File: config.mk
export PLATFORM = sky130hd
export DESIGN_NAME = post_decode
export DESIGN_NICKNAME = d
export VERILOG_FILES = /design/src/post_decode_pkg.sv /design/src/uop_bus_if.sv /design/src/uop_decoder.sv /design/src/bundle_decode.sv /design/src/bundle_buffer.sv /design/src/post_decode.sv
export SDC_FILE = /design/constraint.sdc
export NUM_CORES = 1
export LEC_CHECK = 0
export CAP_MARGIN = 25
export CORE_ASPECT_RATIO = 2
export CORE_MARGIN = 1.5
export CORE_UTILIZATION = 55
export CTS_CLUSTER_SIZE = 12
export DETAILED_ROUTE_END_ITERATION = 12
export DONT_BUFFER_PORTS = 1
export GPL_TIMING_DRIVEN = 0
export PLACE_DENSITY = 0.73
export SYNTH_ARGS = -nofsm -noshare
export SYNTH_HDL_FRONTEND = slang
export SYNTH_HIERARCHICAL = 1
export SYNTH_SLANG_ARGS = --single-unit
File: constraint.sdc
create_clock -name clk -period 6.6 [get_ports clk]
set_input_delay 0.66 -clock clk [delete_from_list [all_inputs] [get_ports clk]]
set_output_delay 0.66 -clock clk [all_outputs]
set_load 0.1 [all_outputs]
File: src/post_decode_pkg.sv
package post_decode_pkg;

    localparam int SLOTS      = 2;
    localparam int INST_W     = 32;
    localparam int ADDR_W     = 32;
    localparam int ROB_IDX_W  = 6;
    localparam int PREG_W     = 7;
    localparam int CSR_ADDR_W = 12;
    localparam int FU_W       = 3;
    localparam int UOP_CTRL_W = 16;

    localparam logic [FU_W-1:0] FU_INT    = 3'd0;
    localparam logic [FU_W-1:0] FU_MULDIV = 3'd1;
    localparam logic [FU_W-1:0] FU_BRANCH = 3'd2;
    localparam logic [FU_W-1:0] FU_LSU    = 3'd3;
    localparam logic [FU_W-1:0] FU_SYSTEM = 3'd4;
    localparam logic [FU_W-1:0] FU_NONE   = 3'd7; // Illegal or empty slot

    localparam logic [6:0] OPC_LUI      = 7'b0110111;
    localparam logic [6:0] OPC_AUIPC    = 7'b0010111;
    localparam logic [6:0] OPC_JAL      = 7'b1101111;
    localparam logic [6:0] OPC_JALR     = 7'b1100111;
    localparam logic [6:0] OPC_BRANCH   = 7'b1100011;
    localparam logic [6:0] OPC_LOAD     = 7'b0000011;
    localparam logic [6:0] OPC_STORE    = 7'b0100011;
    localparam logic [6:0] OPC_OP_IMM   = 7'b0010011;
    localparam logic [6:0] OPC_OP       = 7'b0110011;
    localparam logic [6:0] OPC_MISC_MEM = 7'b0001111;
    localparam logic [6:0] OPC_SYSTEM   = 7'b1110011;

    localparam logic [2:0] ALU_ADD = 3'd0;
    localparam logic [2:0] ALU_SLL = 3'd1;
    localparam logic [2:0] ALU_CMP = 3'd2; // SLT and SLTU
    localparam logic [2:0] ALU_XOR = 3'd3;
    localparam logic [2:0] ALU_SRL = 3'd4;
    localparam logic [2:0] ALU_SRA = 3'd5;
    localparam logic [2:0] ALU_OR  = 3'd6;
    localparam logic [2:0] ALU_AND = 3'd7;

    localparam logic [3:0] BR_NONE = 4'd0;
    localparam logic [3:0] BR_BEQ  = 4'd1;
    localparam logic [3:0] BR_BNE  = 4'd2;
    localparam logic [3:0] BR_BLT  = 4'd3;
    localparam logic [3:0] BR_BGE  = 4'd4;
    localparam logic [3:0] BR_BLTU = 4'd5;
    localparam logic [3:0] BR_BGEU = 4'd6;
    localparam logic [3:0] BR_JAL  = 4'd7;
    localparam logic [3:0] BR_JALR = 4'd8;

    localparam logic [1:0] MEM_BYTE = 2'd0;
    localparam logic [1:0] MEM_HALF = 2'd1;
    localparam logic [1:0] MEM_WORD = 2'd2;

    localparam logic [1:0] CSR_NONE = 2'd0;
    localparam logic [1:0] CSR_RW   = 2'd1;
    localparam logic [1:0] CSR_RS   = 2'd2;
    localparam logic [1:0] CSR_RC   = 2'd3;

    // fu_sel tells which view holds
    typedef union packed {
        struct packed {
            logic [UOP_CTRL_W-6:0] pad;
            logic [2:0]            alu_op;
            logic                  is_sub;
            logic                  cmp_signed;
        } int_v;
        struct packed {
            logic [UOP_CTRL_W-7:0] pad;
            logic                  is_div;
            logic                  mul_high;
            logic                  mul_signed_rs1;
            logic                  mul_signed_rs2;
            logic                  div_signed;
            logic                  is_rem;
        } md_v;
        struct packed {
            logic [UOP_CTRL_W-5:0] pad;
            logic [3:0]            br_op;
        } br_v;
        struct packed {
            logic [UOP_CTRL_W-5:0] pad;
            logic                  is_load;
            logic [1:0]            mem_size;
            logic                  mem_unsigned;
        } mem_v;
        struct packed {
            logic [UOP_CTRL_W-CSR_ADDR_W-3:0] pad;
            logic [1:0]                       csr_op;
            logic [CSR_ADDR_W-1:0]            csr_addr;
        } csr_v;
    } uop_ctrl_u;

endpackage

File: src/uop_bus_if.sv
`timescale 1ns/1ps

interface uop_bus_if;

    logic valid;
    logic ready;
    logic [post_decode_pkg::SLOTS-1:0] slot_valid;
    logic [post_decode_pkg::SLOTS-1:0][post_decode_pkg::FU_W-1:0] fu_sel;
    post_decode_pkg::uop_ctrl_u [post_decode_pkg::SLOTS-1:0] ctrl;
    logic [post_decode_pkg::SLOTS-1:0] illegal;
    logic [post_decode_pkg::SLOTS-1:0][post_decode_pkg::ADDR_W-1:0] pc;
    logic [post_decode_pkg::SLOTS-1:0][post_decode_pkg::ROB_IDX_W-1:0] rob_idx;
    logic [post_decode_pkg::SLOTS-1:0][post_decode_pkg::PREG_W-1:0] rd_preg;

    modport producer (
        output valid, slot_valid, fu_sel, ctrl, illegal, pc, rob_idx, rd_preg,
        input  ready
    );

    modport consumer (
        input  valid, slot_valid, fu_sel, ctrl, illegal, pc, rob_idx, rd_preg,
        output ready
    );

endinterface

File: src/uop_decoder.sv
`timescale 1ns/1ps

module uop_decoder (
    input  logic [post_decode_pkg::INST_W-1:0] inst,
    output logic [post_decode_pkg::FU_W-1:0]   fu_sel,
    output post_decode_pkg::uop_ctrl_u         ctrl,
    output logic                               illegal
);

    logic [6:0] opcode;
    logic [2:0] funct3;
    logic [6:0] funct7;

    assign opcode = inst[6:0];
    assign funct3 = inst[14:12];
    assign funct7 = inst[31:25];

    always_comb begin
        fu_sel  = post_decode_pkg::FU_NONE;
        ctrl    = '0;
        illegal = 1'b0;
        case (opcode)
            post_decode_pkg::OPC_OP, post_decode_pkg::OPC_OP_IMM: begin
                if (opcode == post_decode_pkg::OPC_OP && funct7 == 7'b0000001) begin
                    fu_sel = post_decode_pkg::FU_MULDIV;
                    ctrl.md_v.is_div         = funct3[2];
                    ctrl.md_v.mul_high       = !funct3[2] && funct3[1:0] != 2'b00;
                    ctrl.md_v.mul_signed_rs1 = !funct3[2] && funct3[1:0] != 2'b11;
                    ctrl.md_v.mul_signed_rs2 = !funct3[2] && !funct3[1]; // MUL, MULH
                    ctrl.md_v.div_signed     = funct3[2] && !funct3[0];  // DIV, REM
                    ctrl.md_v.is_rem         = funct3[2] && funct3[1];
                end else begin
                    fu_sel = post_decode_pkg::FU_INT;
                    case (funct3)
                        3'b000: begin
                            ctrl.int_v.alu_op = post_decode_pkg::ALU_ADD;
                            ctrl.int_v.is_sub = opcode == post_decode_pkg::OPC_OP &&
                                                funct7 == 7'b0100000;
                        end
                        3'b001: ctrl.int_v.alu_op = post_decode_pkg::ALU_SLL;
                        3'b010, 3'b011: begin
                            ctrl.int_v.alu_op     = post_decode_pkg::ALU_CMP;
                            ctrl.int_v.cmp_signed = !funct3[0];
                        end
                        3'b100: ctrl.int_v.alu_op = post_decode_pkg::ALU_XOR;
                        3'b101: begin
                            ctrl.int_v.alu_op = (funct7 == 7'b0100000) ?
                                                post_decode_pkg::ALU_SRA :
                                                post_decode_pkg::ALU_SRL;
                        end
                        3'b110: ctrl.int_v.alu_op = post_decode_pkg::ALU_OR;
                        default: ctrl.int_v.alu_op = post_decode_pkg::ALU_AND;
                    endcase
                end
            end
            post_decode_pkg::OPC_LUI, post_decode_pkg::OPC_AUIPC: begin
                fu_sel = post_decode_pkg::FU_INT;
                ctrl.int_v.alu_op = post_decode_pkg::ALU_ADD; // Imm or PC plus imm
            end
            post_decode_pkg::OPC_JAL: begin
                fu_sel = post_decode_pkg::FU_BRANCH;
                ctrl.br_v.br_op = post_decode_pkg::BR_JAL;
            end
            post_decode_pkg::OPC_JALR: begin
                fu_sel = post_decode_pkg::FU_BRANCH;
                ctrl.br_v.br_op = post_decode_pkg::BR_JALR;
                illegal = funct3 != 3'b000;
            end
            post_decode_pkg::OPC_BRANCH: begin
                fu_sel = post_decode_pkg::FU_BRANCH;
                case (funct3)
                    3'b000: ctrl.br_v.br_op = post_decode_pkg::BR_BEQ;
                    3'b001: ctrl.br_v.br_op = post_decode_pkg::BR_BNE;
                    3'b100: ctrl.br_v.br_op = post_decode_pkg::BR_BLT;
                    3'b101: ctrl.br_v.br_op = post_decode_pkg::BR_BGE;
                    3'b110: ctrl.br_v.br_op = post_decode_pkg::BR_BLTU;
                    3'b111: ctrl.br_v.br_op = post_decode_pkg::BR_BGEU;
                    default: begin
                        ctrl.br_v.br_op = post_decode_pkg::BR_NONE;
                        illegal = 1'b1;
                    end
                endcase
            end
            post_decode_pkg::OPC_LOAD, post_decode_pkg::OPC_STORE: begin
                fu_sel = post_decode_pkg::FU_LSU;
                ctrl.mem_v.is_load      = opcode == post_decode_pkg::OPC_LOAD;
                ctrl.mem_v.mem_unsigned = funct3[2]; // LBU, LHU
                case (funct3[1:0])
                    2'b00: ctrl.mem_v.mem_size = post_decode_pkg::MEM_BYTE;
                    2'b01: ctrl.mem_v.mem_size = post_decode_pkg::MEM_HALF;
                    2'b10: ctrl.mem_v.mem_size = post_decode_pkg::MEM_WORD;
                    default: illegal = 1'b1;
                endcase
                // No unsigned stores and no unsigned word loads
                if (funct3[2] && (opcode == post_decode_pkg::OPC_STORE || funct3[1]))
                    illegal = 1'b1;
            end
            post_decode_pkg::OPC_MISC_MEM: begin
                fu_sel = post_decode_pkg::FU_SYSTEM; // FENCE, FENCE.I
                illegal = funct3[2:1] != 2'b00;
            end
            post_decode_pkg::OPC_SYSTEM: begin
                fu_sel = post_decode_pkg::FU_SYSTEM;
                ctrl.csr_v.csr_addr = inst[31:20];
                case (funct3[1:0])
                    2'b01: ctrl.csr_v.csr_op = post_decode_pkg::CSR_RW;
                    2'b10: ctrl.csr_v.csr_op = post_decode_pkg::CSR_RS;
                    2'b11: ctrl.csr_v.csr_op = post_decode_pkg::CSR_RC;
                    default: begin
                        ctrl.csr_v.csr_op = post_decode_pkg::CSR_NONE; // ECALL, MRET, WFI
                        illegal = funct3[2];
                    end
                endcase
            end
            default: illegal = 1'b1; // FP and unknown opcodes
        endcase
        if (illegal) begin
            fu_sel = post_decode_pkg::FU_NONE;
            ctrl   = '0;
        end
    end

endmodule

File: src/bundle_decode.sv
`timescale 1ns/1ps

module bundle_decode (
    input  logic                                  in_valid,
    input  logic [post_decode_pkg::SLOTS-1:0]     in_slot_valid,
    input  logic [post_decode_pkg::INST_W-1:0]    in_inst_0,
    input  logic [post_decode_pkg::INST_W-1:0]    in_inst_1,
    input  logic [post_decode_pkg::ADDR_W-1:0]    in_pc_0,
    input  logic [post_decode_pkg::ADDR_W-1:0]    in_pc_1,
    input  logic [post_decode_pkg::ROB_IDX_W-1:0] in_rob_idx_0,
    input  logic [post_decode_pkg::ROB_IDX_W-1:0] in_rob_idx_1,
    input  logic [post_decode_pkg::PREG_W-1:0]    in_rd_preg_0,
    input  logic [post_decode_pkg::PREG_W-1:0]    in_rd_preg_1,
    uop_bus_if.producer                           bus
);

    logic [post_decode_pkg::SLOTS-1:0][post_decode_pkg::INST_W-1:0]    inst;
    logic [post_decode_pkg::SLOTS-1:0][post_decode_pkg::ADDR_W-1:0]    pc;
    logic [post_decode_pkg::SLOTS-1:0][post_decode_pkg::ROB_IDX_W-1:0] rob_idx;
    logic [post_decode_pkg::SLOTS-1:0][post_decode_pkg::PREG_W-1:0]    rd_preg;
    logic [post_decode_pkg::SLOTS-1:0][post_decode_pkg::FU_W-1:0]      dec_fu;
    post_decode_pkg::uop_ctrl_u [post_decode_pkg::SLOTS-1:0]           dec_ctrl;
    logic [post_decode_pkg::SLOTS-1:0]                                 dec_illegal;

    assign inst    = {in_inst_1, in_inst_0};
    assign pc      = {in_pc_1, in_pc_0};
    assign rob_idx = {in_rob_idx_1, in_rob_idx_0};
    assign rd_preg = {in_rd_preg_1, in_rd_preg_0};

    assign bus.valid      = in_valid;
    assign bus.slot_valid = in_slot_valid;

    for (genvar i = 0; i < post_decode_pkg::SLOTS; i++) begin : g_slot
        uop_decoder u_uop_decoder (
            .inst    (inst[i]),
            .fu_sel  (dec_fu[i]),
            .ctrl    (dec_ctrl[i]),
            .illegal (dec_illegal[i])
        );

        // Empty slot goes out cleared
        assign bus.fu_sel[i]  = in_slot_valid[i] ? dec_fu[i] : post_decode_pkg::FU_NONE;
        assign bus.ctrl[i]    = in_slot_valid[i] ? dec_ctrl[i] : '0;
        assign bus.illegal[i] = in_slot_valid[i] && dec_illegal[i];
        assign bus.pc[i]      = in_slot_valid[i] ? pc[i] : '0;
        assign bus.rob_idx[i] = in_slot_valid[i] ? rob_idx[i] : '0;
        assign bus.rd_preg[i] = in_slot_valid[i] ? rd_preg[i] : '0;
    end

endmodule

File: src/bundle_buffer.sv
`timescale 1ns/1ps

module bundle_buffer (
    input  logic                                  clk,
    input  logic                                  rst_n,
    uop_bus_if.consumer                           bus,
    output logic                                  out_valid,
    input  logic                                  out_ready,
    output logic [post_decode_pkg::SLOTS-1:0]     out_slot_valid,
    output logic [post_decode_pkg::FU_W-1:0]      out_fu_sel_0,
    output logic [post_decode_pkg::FU_W-1:0]      out_fu_sel_1,
    output post_decode_pkg::uop_ctrl_u            out_ctrl_0,
    output post_decode_pkg::uop_ctrl_u            out_ctrl_1,
    output logic                                  out_illegal_0,
    output logic                                  out_illegal_1,
    output logic [post_decode_pkg::ADDR_W-1:0]    out_pc_0,
    output logic [post_decode_pkg::ADDR_W-1:0]    out_pc_1,
    output logic [post_decode_pkg::ROB_IDX_W-1:0] out_rob_idx_0,
    output logic [post_decode_pkg::ROB_IDX_W-1:0] out_rob_idx_1,
    output logic [post_decode_pkg::PREG_W-1:0]    out_rd_preg_0,
    output logic [post_decode_pkg::PREG_W-1:0]    out_rd_preg_1
);

    logic [post_decode_pkg::SLOTS-1:0]                                 slot_valid_q [2];
    logic [post_decode_pkg::SLOTS-1:0][post_decode_pkg::FU_W-1:0]      fu_sel_q [2];
    post_decode_pkg::uop_ctrl_u [post_decode_pkg::SLOTS-1:0]           ctrl_q [2];
    logic [post_decode_pkg::SLOTS-1:0]                                 illegal_q [2];
    logic [post_decode_pkg::SLOTS-1:0][post_decode_pkg::ADDR_W-1:0]    pc_q [2];
    logic [post_decode_pkg::SLOTS-1:0][post_decode_pkg::ROB_IDX_W-1:0] rob_idx_q [2];
    logic [post_decode_pkg::SLOTS-1:0][post_decode_pkg::PREG_W-1:0]    rd_preg_q [2];

    logic       head;
    logic       tail;
    logic [1:0] count;
    logic [1:0] count_nxt;
    logic       push;
    logic       pop;

    assign push = bus.valid && bus.ready;
    assign pop  = out_valid && out_ready;

    always_comb begin
        count_nxt = count;
        if (push && !pop)
            count_nxt = count + 2'd1;
        else if (pop && !push)
            count_nxt = count - 2'd1;
    end

    always_ff @(posedge clk or negedge rst_n) begin
        if (!rst_n) begin
            head      <= 1'b0;
            tail      <= 1'b0;
            count     <= 2'd0;
            bus.ready <= 1'b1;
            out_valid <= 1'b0;
        end else begin
            if (push)
                tail <= !tail;
            if (pop)
                head <= !head;
            count     <= count_nxt;
            bus.ready <= count_nxt != 2'd2; // Room for one more
            out_valid <= count_nxt != 2'd0;
        end
    end

    always_ff @(posedge clk) begin
        if (push) begin
            slot_valid_q[tail] <= bus.slot_valid;
            fu_sel_q[tail]     <= bus.fu_sel;
            ctrl_q[tail]       <= bus.ctrl;
            illegal_q[tail]    <= bus.illegal;
            pc_q[tail]         <= bus.pc;
            rob_idx_q[tail]    <= bus.rob_idx;
            rd_preg_q[tail]    <= bus.rd_preg;
        end
    end

    // Head entry held until popped
    assign out_slot_valid = slot_valid_q[head];
    assign out_fu_sel_0   = fu_sel_q[head][0];
    assign out_fu_sel_1   = fu_sel_q[head][1];
    assign out_ctrl_0     = ctrl_q[head][0];
    assign out_ctrl_1     = ctrl_q[head][1];
    assign out_illegal_0  = illegal_q[head][0];
    assign out_illegal_1  = illegal_q[head][1];
    assign out_pc_0       = pc_q[head][0];
    assign out_pc_1       = pc_q[head][1];
    assign out_rob_idx_0  = rob_idx_q[head][0];
    assign out_rob_idx_1  = rob_idx_q[head][1];
    assign out_rd_preg_0  = rd_preg_q[head][0];
    assign out_rd_preg_1  = rd_preg_q[head][1];

endmodule

File: src/post_decode.sv
`timescale 1ns/1ps

module post_decode (
    input  logic                                  clk,
    input  logic                                  rst_n,
    input  logic                                  in_valid,
    output logic                                  in_ready,
    input  logic [post_decode_pkg::SLOTS-1:0]     in_slot_valid,
    input  logic [post_decode_pkg::INST_W-1:0]    in_inst_0,
    input  logic [post_decode_pkg::INST_W-1:0]    in_inst_1,
    input  logic [post_decode_pkg::ADDR_W-1:0]    in_pc_0,
    input  logic [post_decode_pkg::ADDR_W-1:0]    in_pc_1,
    input  logic [post_decode_pkg::ROB_IDX_W-1:0] in_rob_idx_0,
    input  logic [post_decode_pkg::ROB_IDX_W-1:0] in_rob_idx_1,
    input  logic [post_decode_pkg::PREG_W-1:0]    in_rd_preg_0,
    input  logic [post_decode_pkg::PREG_W-1:0]    in_rd_preg_1,
    output logic                                  out_valid,
    input  logic                                  out_ready,
    output logic [post_decode_pkg::SLOTS-1:0]     out_slot_valid,
    output logic [post_decode_pkg::FU_W-1:0]      out_fu_sel_0,
    output logic [post_decode_pkg::FU_W-1:0]      out_fu_sel_1,
    output post_decode_pkg::uop_ctrl_u            out_ctrl_0,
    output post_decode_pkg::uop_ctrl_u            out_ctrl_1,
    output logic                                  out_illegal_0,
    output logic                                  out_illegal_1,
    output logic [post_decode_pkg::ADDR_W-1:0]    out_pc_0,
    output logic [post_decode_pkg::ADDR_W-1:0]    out_pc_1,
    output logic [post_decode_pkg::ROB_IDX_W-1:0] out_rob_idx_0,
    output logic [post_decode_pkg::ROB_IDX_W-1:0] out_rob_idx_1,
    output logic [post_decode_pkg::PREG_W-1:0]    out_rd_preg_0,
    output logic [post_decode_pkg::PREG_W-1:0]    out_rd_preg_1
);

    uop_bus_if bus ();

    assign in_ready = bus.ready;

    bundle_decode u_bundle_decode (
        .in_valid      (in_valid),
        .in_slot_valid (in_slot_valid),
        .in_inst_0     (in_inst_0),
        .in_inst_1     (in_inst_1),
        .in_pc_0       (in_pc_0),
        .in_pc_1       (in_pc_1),
        .in_rob_idx_0  (in_rob_idx_0),
        .in_rob_idx_1  (in_rob_idx_1),
        .in_rd_preg_0  (in_rd_preg_0),
        .in_rd_preg_1  (in_rd_preg_1),
        .bus           (bus)
    );

    bundle_buffer u_bundle_buffer (
        .clk            (clk),
        .rst_n          (rst_n),
        .bus            (bus),
        .out_valid      (out_valid),
        .out_ready      (out_ready),
        .out_slot_valid (out_slot_valid),
        .out_fu_sel_0   (out_fu_sel_0),
        .out_fu_sel_1   (out_fu_sel_1),
        .out_ctrl_0     (out_ctrl_0),
        .out_ctrl_1     (out_ctrl_1),
        .out_illegal_0  (out_illegal_0),
        .out_illegal_1  (out_illegal_1),
        .out_pc_0       (out_pc_0),
        .out_pc_1       (out_pc_1),
        .out_rob_idx_0  (out_rob_idx_0),
        .out_rob_idx_1  (out_rob_idx_1),
        .out_rd_preg_0  (out_rd_preg_0),
        .out_rd_preg_1  (out_rd_preg_1)
    );

endmodule

==> results.cfg, run 1 <==
[synthesis]
ys_warn_count = 6
ys.flop_type = edfxtp_1
synth_edf_count = 264
synth-seq-cells = 270
avgSynthCellArea_sq_um = 15.2
yosys-top-cells-area = edfxtp_1 63%, mux2_4 8.3%, and2_1 6.3%
ys_types = 58
async_flop_share_pct = 2.22
synth_top_area_share_pct = 62.8
netlist_area_sq_um = 12600
synthCells = 830
synth_top_cell_by_area = edfxtp_1
yosysSeqAreaShare_pct = 64.0

[cts]
path_clk_slew_ns = 0.06
cts_buffer_depth = 3
cts_tree = done
cts_root_buf = clkbuf_16
cts-buffers-inserted = 26
cts_sinks = 270
clk_latency_ns = 0.52
cts_resized = 0
postCtsSetupRepairBufs = 0
cts_max_level = 1

[layout]
nets = 1027
final_cell_area_sq_um = 13900
drive_above_1_share_pct = 28.5
area_growth_pct = 10.1
final_util_pct = 61.4

[floorplan]
dieArea_sq_um = 23900
std_cell_rows = 78
ios = 294
die_y_um = 217
initial_utilization_pct = 55.8
die_x_um = 110
coreArea_sq_um = 22600

[routing]
num_vias = 6813
avgViaCountPerCell = 5.86
wire_per_inst_um = 23.2
ant_nets = 0
first_pass_iters = 4
drtIter0Drc = 260
routed_wl_mm = 27.0
drcViolationCount = 0

[worst_setup_path]
crit_path_top_delay_cell = dfstp_2
cp_max_fo = 30
critPathTopFamily = simple AND/OR/NAND/NOR gates
r2r_slack_ns = 3.61
crit_required_ns = 6.83
cp.arrival_ns = 3.22
crit_chain = nand2_1, nor2_4, buf_12, buf_12, buf_16
path_class = flop to flop
crit_top_cell = buf_12
slowest_delay_ns = 0.90
start_kind = flop
worst_setup_path_end_kind = flop
critPathBufInv = 3

[grt]
grt_overflow_total = 0
antenna_found_initial = 7
grt_usage_pct = 22.5
grt_max_degree = 56
grt_pass1_vias = 7184
grt_pass1_wl_mm = 40.0

[sta]
slew_viol_final = 0
whs_ns = 0.324
worst_pin_slew_ns = 0.983
finalSetupViolCount = 0
relSlewSlack_pct = 34.5
clock_skew_ns = 0.00893
rsz0062_at_grt = false
period_minus_slack_ns = 2.99
setup_tns_ns = 0
post-route-period-util_pct = 45.3
timing_hold_violations_final = 0
max_freq_mhz = 335

[job]
cap_viol_max_count = 0

[run_status]
status = finished clean

[placement]
dp_hpwl_mm = 19.9
port_buffers = 0
placed_area_sq_um = 13100
gp_congestion = 0.894

[hold_path]
worstHoldPathType = input port to flop
[cells by family after synthesis]
kind of cell / share of synthesized area [%]
and+or+nand+nor: 13.5
DFF: 64.0
muxes: 14.1
AOI/OAI and AO/OA: 4.02
buffers and inverters: 4.05
xor gates and xnor gates: 0.347
other: 0.0595
[per-layer routing]
metal  GRT usage, %  wire length, um  vias to the layer above  share of wire [%]
met4           8.68              807                        6                3.0
met3           5.27             1790                       48                6.6
li1               -                -                     3164                  -
met1           21.7             8650                     3386                 32
met2           44.1            15700                      209                 58
met5              0               43                        -               0.16
[registers in the layout (all words and copies together) (netlist names)]
name,flops
u_bundle_buffer/slot_valid_q,4
u_bundle_buffer/pc_q,128
u_bundle_buffer/fu_sel_q,12
u_bundle_buffer/out_valid,1
u_bundle_buffer/rd_preg_q,28
u_bundle_buffer/rob_idx_q,24
u_bundle_buffer/bus.ready,1
u_bundle_buffer/ctrl_q,64
u_bundle_buffer/count,2
u_bundle_buffer/tail,1
u_bundle_buffer/illegal_q,4
u_bundle_buffer/head,1
[Yosys cell counts, types with 5 or more instances]
master / number
buf_2: 17
a21oi_1: 20
clkbuf_1: 8
buf_4: 7
dfrtp_1: 5
nor4_1: 6
and2_1: 127
a21o_1: 5
nand2b_1: 8
nand3b_1: 8
edfxtp_1: 264
nor2b_1: 6
nor2_1: 16
nor3_1: 16
and3_1: 14
o21ai_0: 14
mux2_4: 70
nand3_1: 11
buf_6: 27
nand2_1: 28
a31oi_1: 6
mux2_2: 62
[stage by stage]
| step | setup WS, ns | cells |
|---|---|---|
| after CTS | 3.57 | 1158 |
| after global routing | 3.45 | 1162 |
| after floorplan | 1.60 | 832 |
| final | 3.61 | 1162 |
| after detailed placement | 3.58 | 1118 |
| after global placement | -0.312 | 1112 |
[path summary, 6_finish.rpt]
path | start | end | cells past startpoint
setup / recovery | u_bundle_buffer/bus.ready$_DFF_PN1_ | u_bundle_buffer/ctrl_q[0][27]$_DFFE_PP_ | 5
hold / removal | in_slot_valid[0] | u_bundle_buffer/slot_valid_q[1][0]$_DFFE_PP_ | 1
setup reg to reg | u_bundle_buffer/bus.ready$_DFF_PN1_ | u_bundle_buffer/ctrl_q[0][27]$_DFFE_PP_ | 5
hold reg to reg | u_bundle_buffer/tail$_DFFE_PN0N_ | u_bundle_buffer/tail$_DFFE_PN0N_ | 1
max in group asynchronous | rst_n | u_bundle_buffer/bus.ready$_DFF_PN1_ | 1
min in group asynchronous | rst_n | u_bundle_buffer/count[1]$_DFF_PN0_ | 1
[worst register-to-register path, stage by stage (launching register included)]
cell	delay (ns)
dfstp_2	0.90
nand2_1	0.27
nor2_4	0.77
buf_12	0.29
buf_12	0.24
buf_16	0.21
[cell usage in the layout, fill, tap and decap left out, types with 16 or more instances in the layout]
cell         n
clkbuf_1    19
buf_2       17
nor3_1      16
buf_6       27
clkbuf_16   27
mux2_4      70
mux2_2      62
and2_1     127
nand2_1     28
edfxtp_1   264
a21oi_1     20
[cell type report]
class                   count  area (sq um)
fillers                  1738          8730
flip-flops and latches    270          8080
multi-input cells         493          4060
clock buffers              38           717
plain buffers              63           489
well taps                 280           350
repair buffers              7           153
clock inverters             1          30.0
inverters                   6          22.5
diodes                      4          10.0
[what timing repair did]
action	CTS	global route
endpoints found under the hold margin	6	0
hold buffers	1	0
setup endpoints to repair	0	0
Power of run 1 is not shown: default switching activity piles up to over one toggle a cycle in this logic, so the estimate is an artifact.
==> run 2: changes to the inputs <==
Settings changed: PLACE_DENSITY 0.73 to 0.7.
Clock period 6.6 ns to 3 ns, I/O delays scaled along.
==> results.cfg, run 2 (same netlist as run 1, synthesis figures left out) <==
[run_status]
status = finished clean

[placement]
gp_congestion = 0.903
port_buffers = 0
dp_hpwl_mm = 20.8

[floorplan]
coreArea_sq_um = 22600
ios = 294
initial_utilization_pct = 55.8
die_y_um = 217
die_x_um = 110
std_cell_rows = 78
dieArea_sq_um = 23900

[worst_setup_path]
cp.arrival_ns = 2.69
reg2regPathDepth = 2
path_class = flop to flop
crit_required_ns = 3.19
start_kind = flop
worst_setup_path_end_kind = flop
cp_max_fo = 70

[grt]
busiest_layer = met2
grt_max_degree = 71
grt_pass1_vias = 7721
antenna_found_initial = 1
grtUsageMet3_pct = 5.39
grt_pass1_wl_mm = 41.4
grt_usage_pct = 23.5
grt_overflow_total = 0
use_met1_pct = 20.8
use_met2_pct = 46.4

[routing]
drtIter0Drc = 401
drcViolationCount = 0
first_pass_iters = 5
wire_per_inst_um = 23.3
avgViaCountPerCell = 5.88
num_vias = 7168
routed_wl_mm = 28.4
ant_nets = 0

[cts]
cts_sinks = 270
cts_tree = done
path_clk_slew_ns = 0.06
cts_buffer_depth = 3
postCtsSetupRepairBufs = 0
cts_max_level = 1
clk_latency_ns = 0.53
cts_root_buf = clkbuf_16
cts-buffers-inserted = 26

[layout]
final_common_cell = edfxtp_1
largest_register_ffs = 128
final_cell_mix = 264 x edfxtp_1, 127 x and2_1, 70 x mux2_4, 62 x mux2_2, 60 x dlygate4sd3_1
nets = 1085
area_growth_pct = 14.4
reg_top3 = u_bundle_buffer/pc_q x128, u_bundle_buffer/ctrl_q x64, u_bundle_buffer/rd_preg_q x28
final_util_pct = 63.8
drive_above_1_share_pct = 26.5
regMostFlops = u_bundle_buffer/pc_q

[sta]
clock_skew_ns = 0.00872
timing_hold_violations_final = 0
period_minus_slack_ns = 2.50
rsz0062_at_grt = false
relSlewSlack_pct = 34.8
max_freq_mhz = 400
setup_tns_ns = 0
post-route-period-util_pct = 83.4
slew_viol_final = 0
worst_pin_slew_ns = 0.978
finalSetupViolCount = 0

[hold_path]
worstHoldPathType = input port to flop
whs_path_depth = 1

[job]
cap_viol_max_count = 0
run 2: cell type report:
cell class	count	area, sq um
Multi-Input combinational cell	493	4070
Antenna cell	1	2.50
Sequential cell	270	8080
Buffer	63	489
Fill cell	1631	8190
Tap cell	280	350
Timing Repair Buffer	65	708
Clock inverter	1	3.75
Inverter	6	22.5
Clock buffer	40	724
run 2: final timing paths:
kind | start | endpoint | slack, ns
worst max register to register | u_bundle_buffer/bus.ready$_DFF_PN1_ | u_bundle_buffer/rd_preg_q[1][3]$_DFFE_PP_ | 0.50
min in group asynchronous | rst_n | u_bundle_buffer/tail$_DFFE_PN0N_ | 0.09
worst min register to register | u_bundle_buffer/tail$_DFFE_PN0N_ | u_bundle_buffer/tail$_DFFE_PN0N_ | 0.57
max in group asynchronous | rst_n | u_bundle_buffer/bus.ready$_DFF_PN1_ | 2.63
worst max-delay path | u_bundle_buffer/bus.ready$_DFF_PN1_ | u_bundle_buffer/rd_preg_q[1][3]$_DFFE_PP_ | 0.50
worst min-delay path | in_pc_1[21] | u_bundle_buffer/pc_q[0][53]$_DFFE_PP_ | 0.01
run 2: metal layers:
layer / routed length (um) / vias up / share of wire (%)
li1: - / 3279 / -
met4: 1490 / 0 / 5.2
met2: 16400 / 285 / 58
met3: 2020 / 81 / 7.1
met5: 0 / - / 0
met1: 8520 / 3523 / 30
run 2: what timing repair did:
item | CTS | global route
hold buffers | 60 | 0
resized for setup | 0 | 0
endpoints found under the hold margin | 125 | 0
run 2: worst max-delay path: stages, from the launching register on:
cell	delay, ns
dfstp_4	0.82
and3_4	0.87
buf_16	0.39
run 2: stage by stage:
| stage | cells | hold WS, ns | setup WS, ns | instance area [sq um] |
|---|---|---|---|---|
| after floorplan | 832 | 0.00441 | -0.296 | 12700 |
| after global placement | 1112 | 0.00458 | -1.21 | 13000 |
| after detailed placement | 1117 | 0.00452 | 0.447 | 13100 |
| after CTS | 1218 | 0.0000241 | 0.440 | 14400 |
| after global routing | 1219 | 0.00451 | 0.394 | 14500 |
| final | 1219 | 0.0135 | 0.498 | 14500 |
Power of run 2 is left out for the same reason.
==> run 3: changes to the inputs <==
Clock period 3 ns to 2.45 ns, I/O delays scaled along.
==> results.cfg, run 3 (same netlist as run 1, synthesis figures left out) <==
[cts]
clk_latency_ns = 0.53
cts_root_buf = clkbuf_16
cts_max_level = 1
cts_resized = 0
cts_sinks = 270
cts_tree = done
postCtsSetupRepairBufs = 0
cts-buffers-inserted = 26
cts_buffer_depth = 3
path_clk_slew_ns = 0.06

[grt]
grt_usage_pct = 24.2
grt_pass1_wl_mm = 42.7
antenna_found_initial = 2
grt_overflow_total = 0
grt_max_degree = 71
grt_pass1_vias = 7998

[sta]
post-route-period-util_pct = 94.8
worst_pin_slew_ns = 0.938
max_freq_mhz = 430
finalSetupViolCount = 0
relSlewSlack_pct = 37.4
rsz0062_at_grt = false
slew_viol_final = 0
clock_skew_ns = 0.00837
setup_tns_ns = 0
period_minus_slack_ns = 2.32
timing_hold_violations_final = 0

[placement]
gp_congestion = 0.903
place_inst = 1117
dp_hpwl_mm = 20.8
placed_area_sq_um = 13100
port_buffers = 0

[layout]
reg_top3 = u_bundle_buffer/pc_q x128, u_bundle_buffer/ctrl_q x64, u_bundle_buffer/rd_preg_q x28
final_cell_mix = 264 x edfxtp_1, 127 x and2_1, 94 x dlygate4sd3_1, 70 x mux2_4, 62 x mux2_2
regMostFlops = u_bundle_buffer/pc_q
drive_above_1_share_pct = 25.7
area_growth_pct = 17.2
final_common_cell = edfxtp_1
nets = 1120
final_cell_area_sq_um = 14800
layout.cells.non_filler = 1255
largest_register_ffs = 128

[floorplan]
dieArea_sq_um = 23900
std_cell_rows = 78
initial_utilization_pct = 55.8
ios = 294
die_y_um = 217
die_x_um = 110
coreArea_sq_um = 22600

[routing]
avgViaCountPerCell = 5.83
wire_per_inst_um = 23.3
first_pass_iters = 6
drcViolationCount = 0
ant_nets = 0
routed_wl_mm = 29.2
num_vias = 7317
drtIter0Drc = 428

[worst_setup_path]
r2r-end = u_bundle_buffer/pc_q[0][24]$_DFFE_PP_
start_kind = flop
cp_max_fo = 33
r2r-start = u_bundle_buffer/bus.ready$_DFF_PN1_
cp.arrival_ns = 2.55
worst_setup_path_end_kind = flop
crit_required_ns = 2.67
r2r_slack_ns = 0.13
path_class = flop to flop
reg2regPathDepth = 4

[run_status]
status = finished clean

[hold_path]
worstHoldPathType = input port to async pin

[job]
cap_viol_max_count = 0
run 3: changes by cell type in the layout (fill, tap and decap cells not counted):
| cell | previous run | this run |
|---|---|---|
| and3_2 | 0 | 1 |
| diode_2 | 1 | 2 |
| dlygate4sd3_1 | 60 | 94 |
run 3: how the worst max path moves through the flow:
stage / startpoint / endpoint / cells after the start
finish: u_bundle_buffer/bus.ready$_DFF_PN1_ / u_bundle_buffer/pc_q[0][24]$_DFFE_PP_ / 4
global route: u_bundle_buffer/bus.ready$_DFF_PN1_ / u_bundle_buffer/rd_preg_q[0][2]$_DFFE_PP_ / 4
CTS: u_bundle_buffer/bus.ready$_DFF_PN1_ / u_bundle_buffer/pc_q[0][22]$_DFFE_PP_ / 4
detailed placement: u_bundle_buffer/bus.ready$_DFF_PN1_ / u_bundle_buffer/ctrl_q[1][27]$_DFFE_PP_ / 2
global placement: u_bundle_buffer/bus.ready$_DFF_PN1_ / u_bundle_buffer/ctrl_q[0][27]$_DFFE_PP_ / 2
floorplan: u_bundle_buffer/bus.ready$_DFF_PN1_ / u_bundle_buffer/ctrl_q[0][0]$_DFFE_PP_ / 2
run 3: critical path, stage by stage, from the launching register on:
cell and delay, ns:
dfstp_4 0.84, nand2_4 0.11, nor2_4 0.50, buf_12 0.29, buf_12 0.23
run 3: metrics by stage:
step	setup WS (ns)	util [%]	hold WS [ns]
after floorplan	-0.846	-	-0.0506
after global placement	-1.76	57.4	-0.0504
after detailed placement	-0.103	57.9	-0.0505
after CTS	0.0980	65.3	0.0126
after global routing	0.0343	65.4	0.0317
final	0.126	65.4	0.0361
run 3: repair_timing:
item / 4_1_cts / 5_1_grt
hold endpoints to repair: 193 / 0
endpoints found under the setup margin: 70 / 0
hold buffers: 94 / 0
run 3: final cells by class:
class,count,area (sq um)
Sequential cell,270,8080
Fill cell,1596,7840
Multi-Input combinational cell,494,4070
Timing Repair Buffer,99,1050
Clock buffer,40,724
Buffer,63,489
Tap cell,280,350
Inverter,6,22.5
Antenna cell,2,5.00
Clock inverter,1,3.75
run 3: per-layer routing:
metal / GRT usage, % / part of all wire (%) / vias to the layer above
met3: 5.36 / 6.4 / 85
li1: - / - / 3350
met2: 47.5 / 58 / 297
met1: 21.8 / 31 / 3585
met4: 12.9 / 5.0 / 0
met5: 0 / 0 / -
Power of run 3 is left out for the same reason.
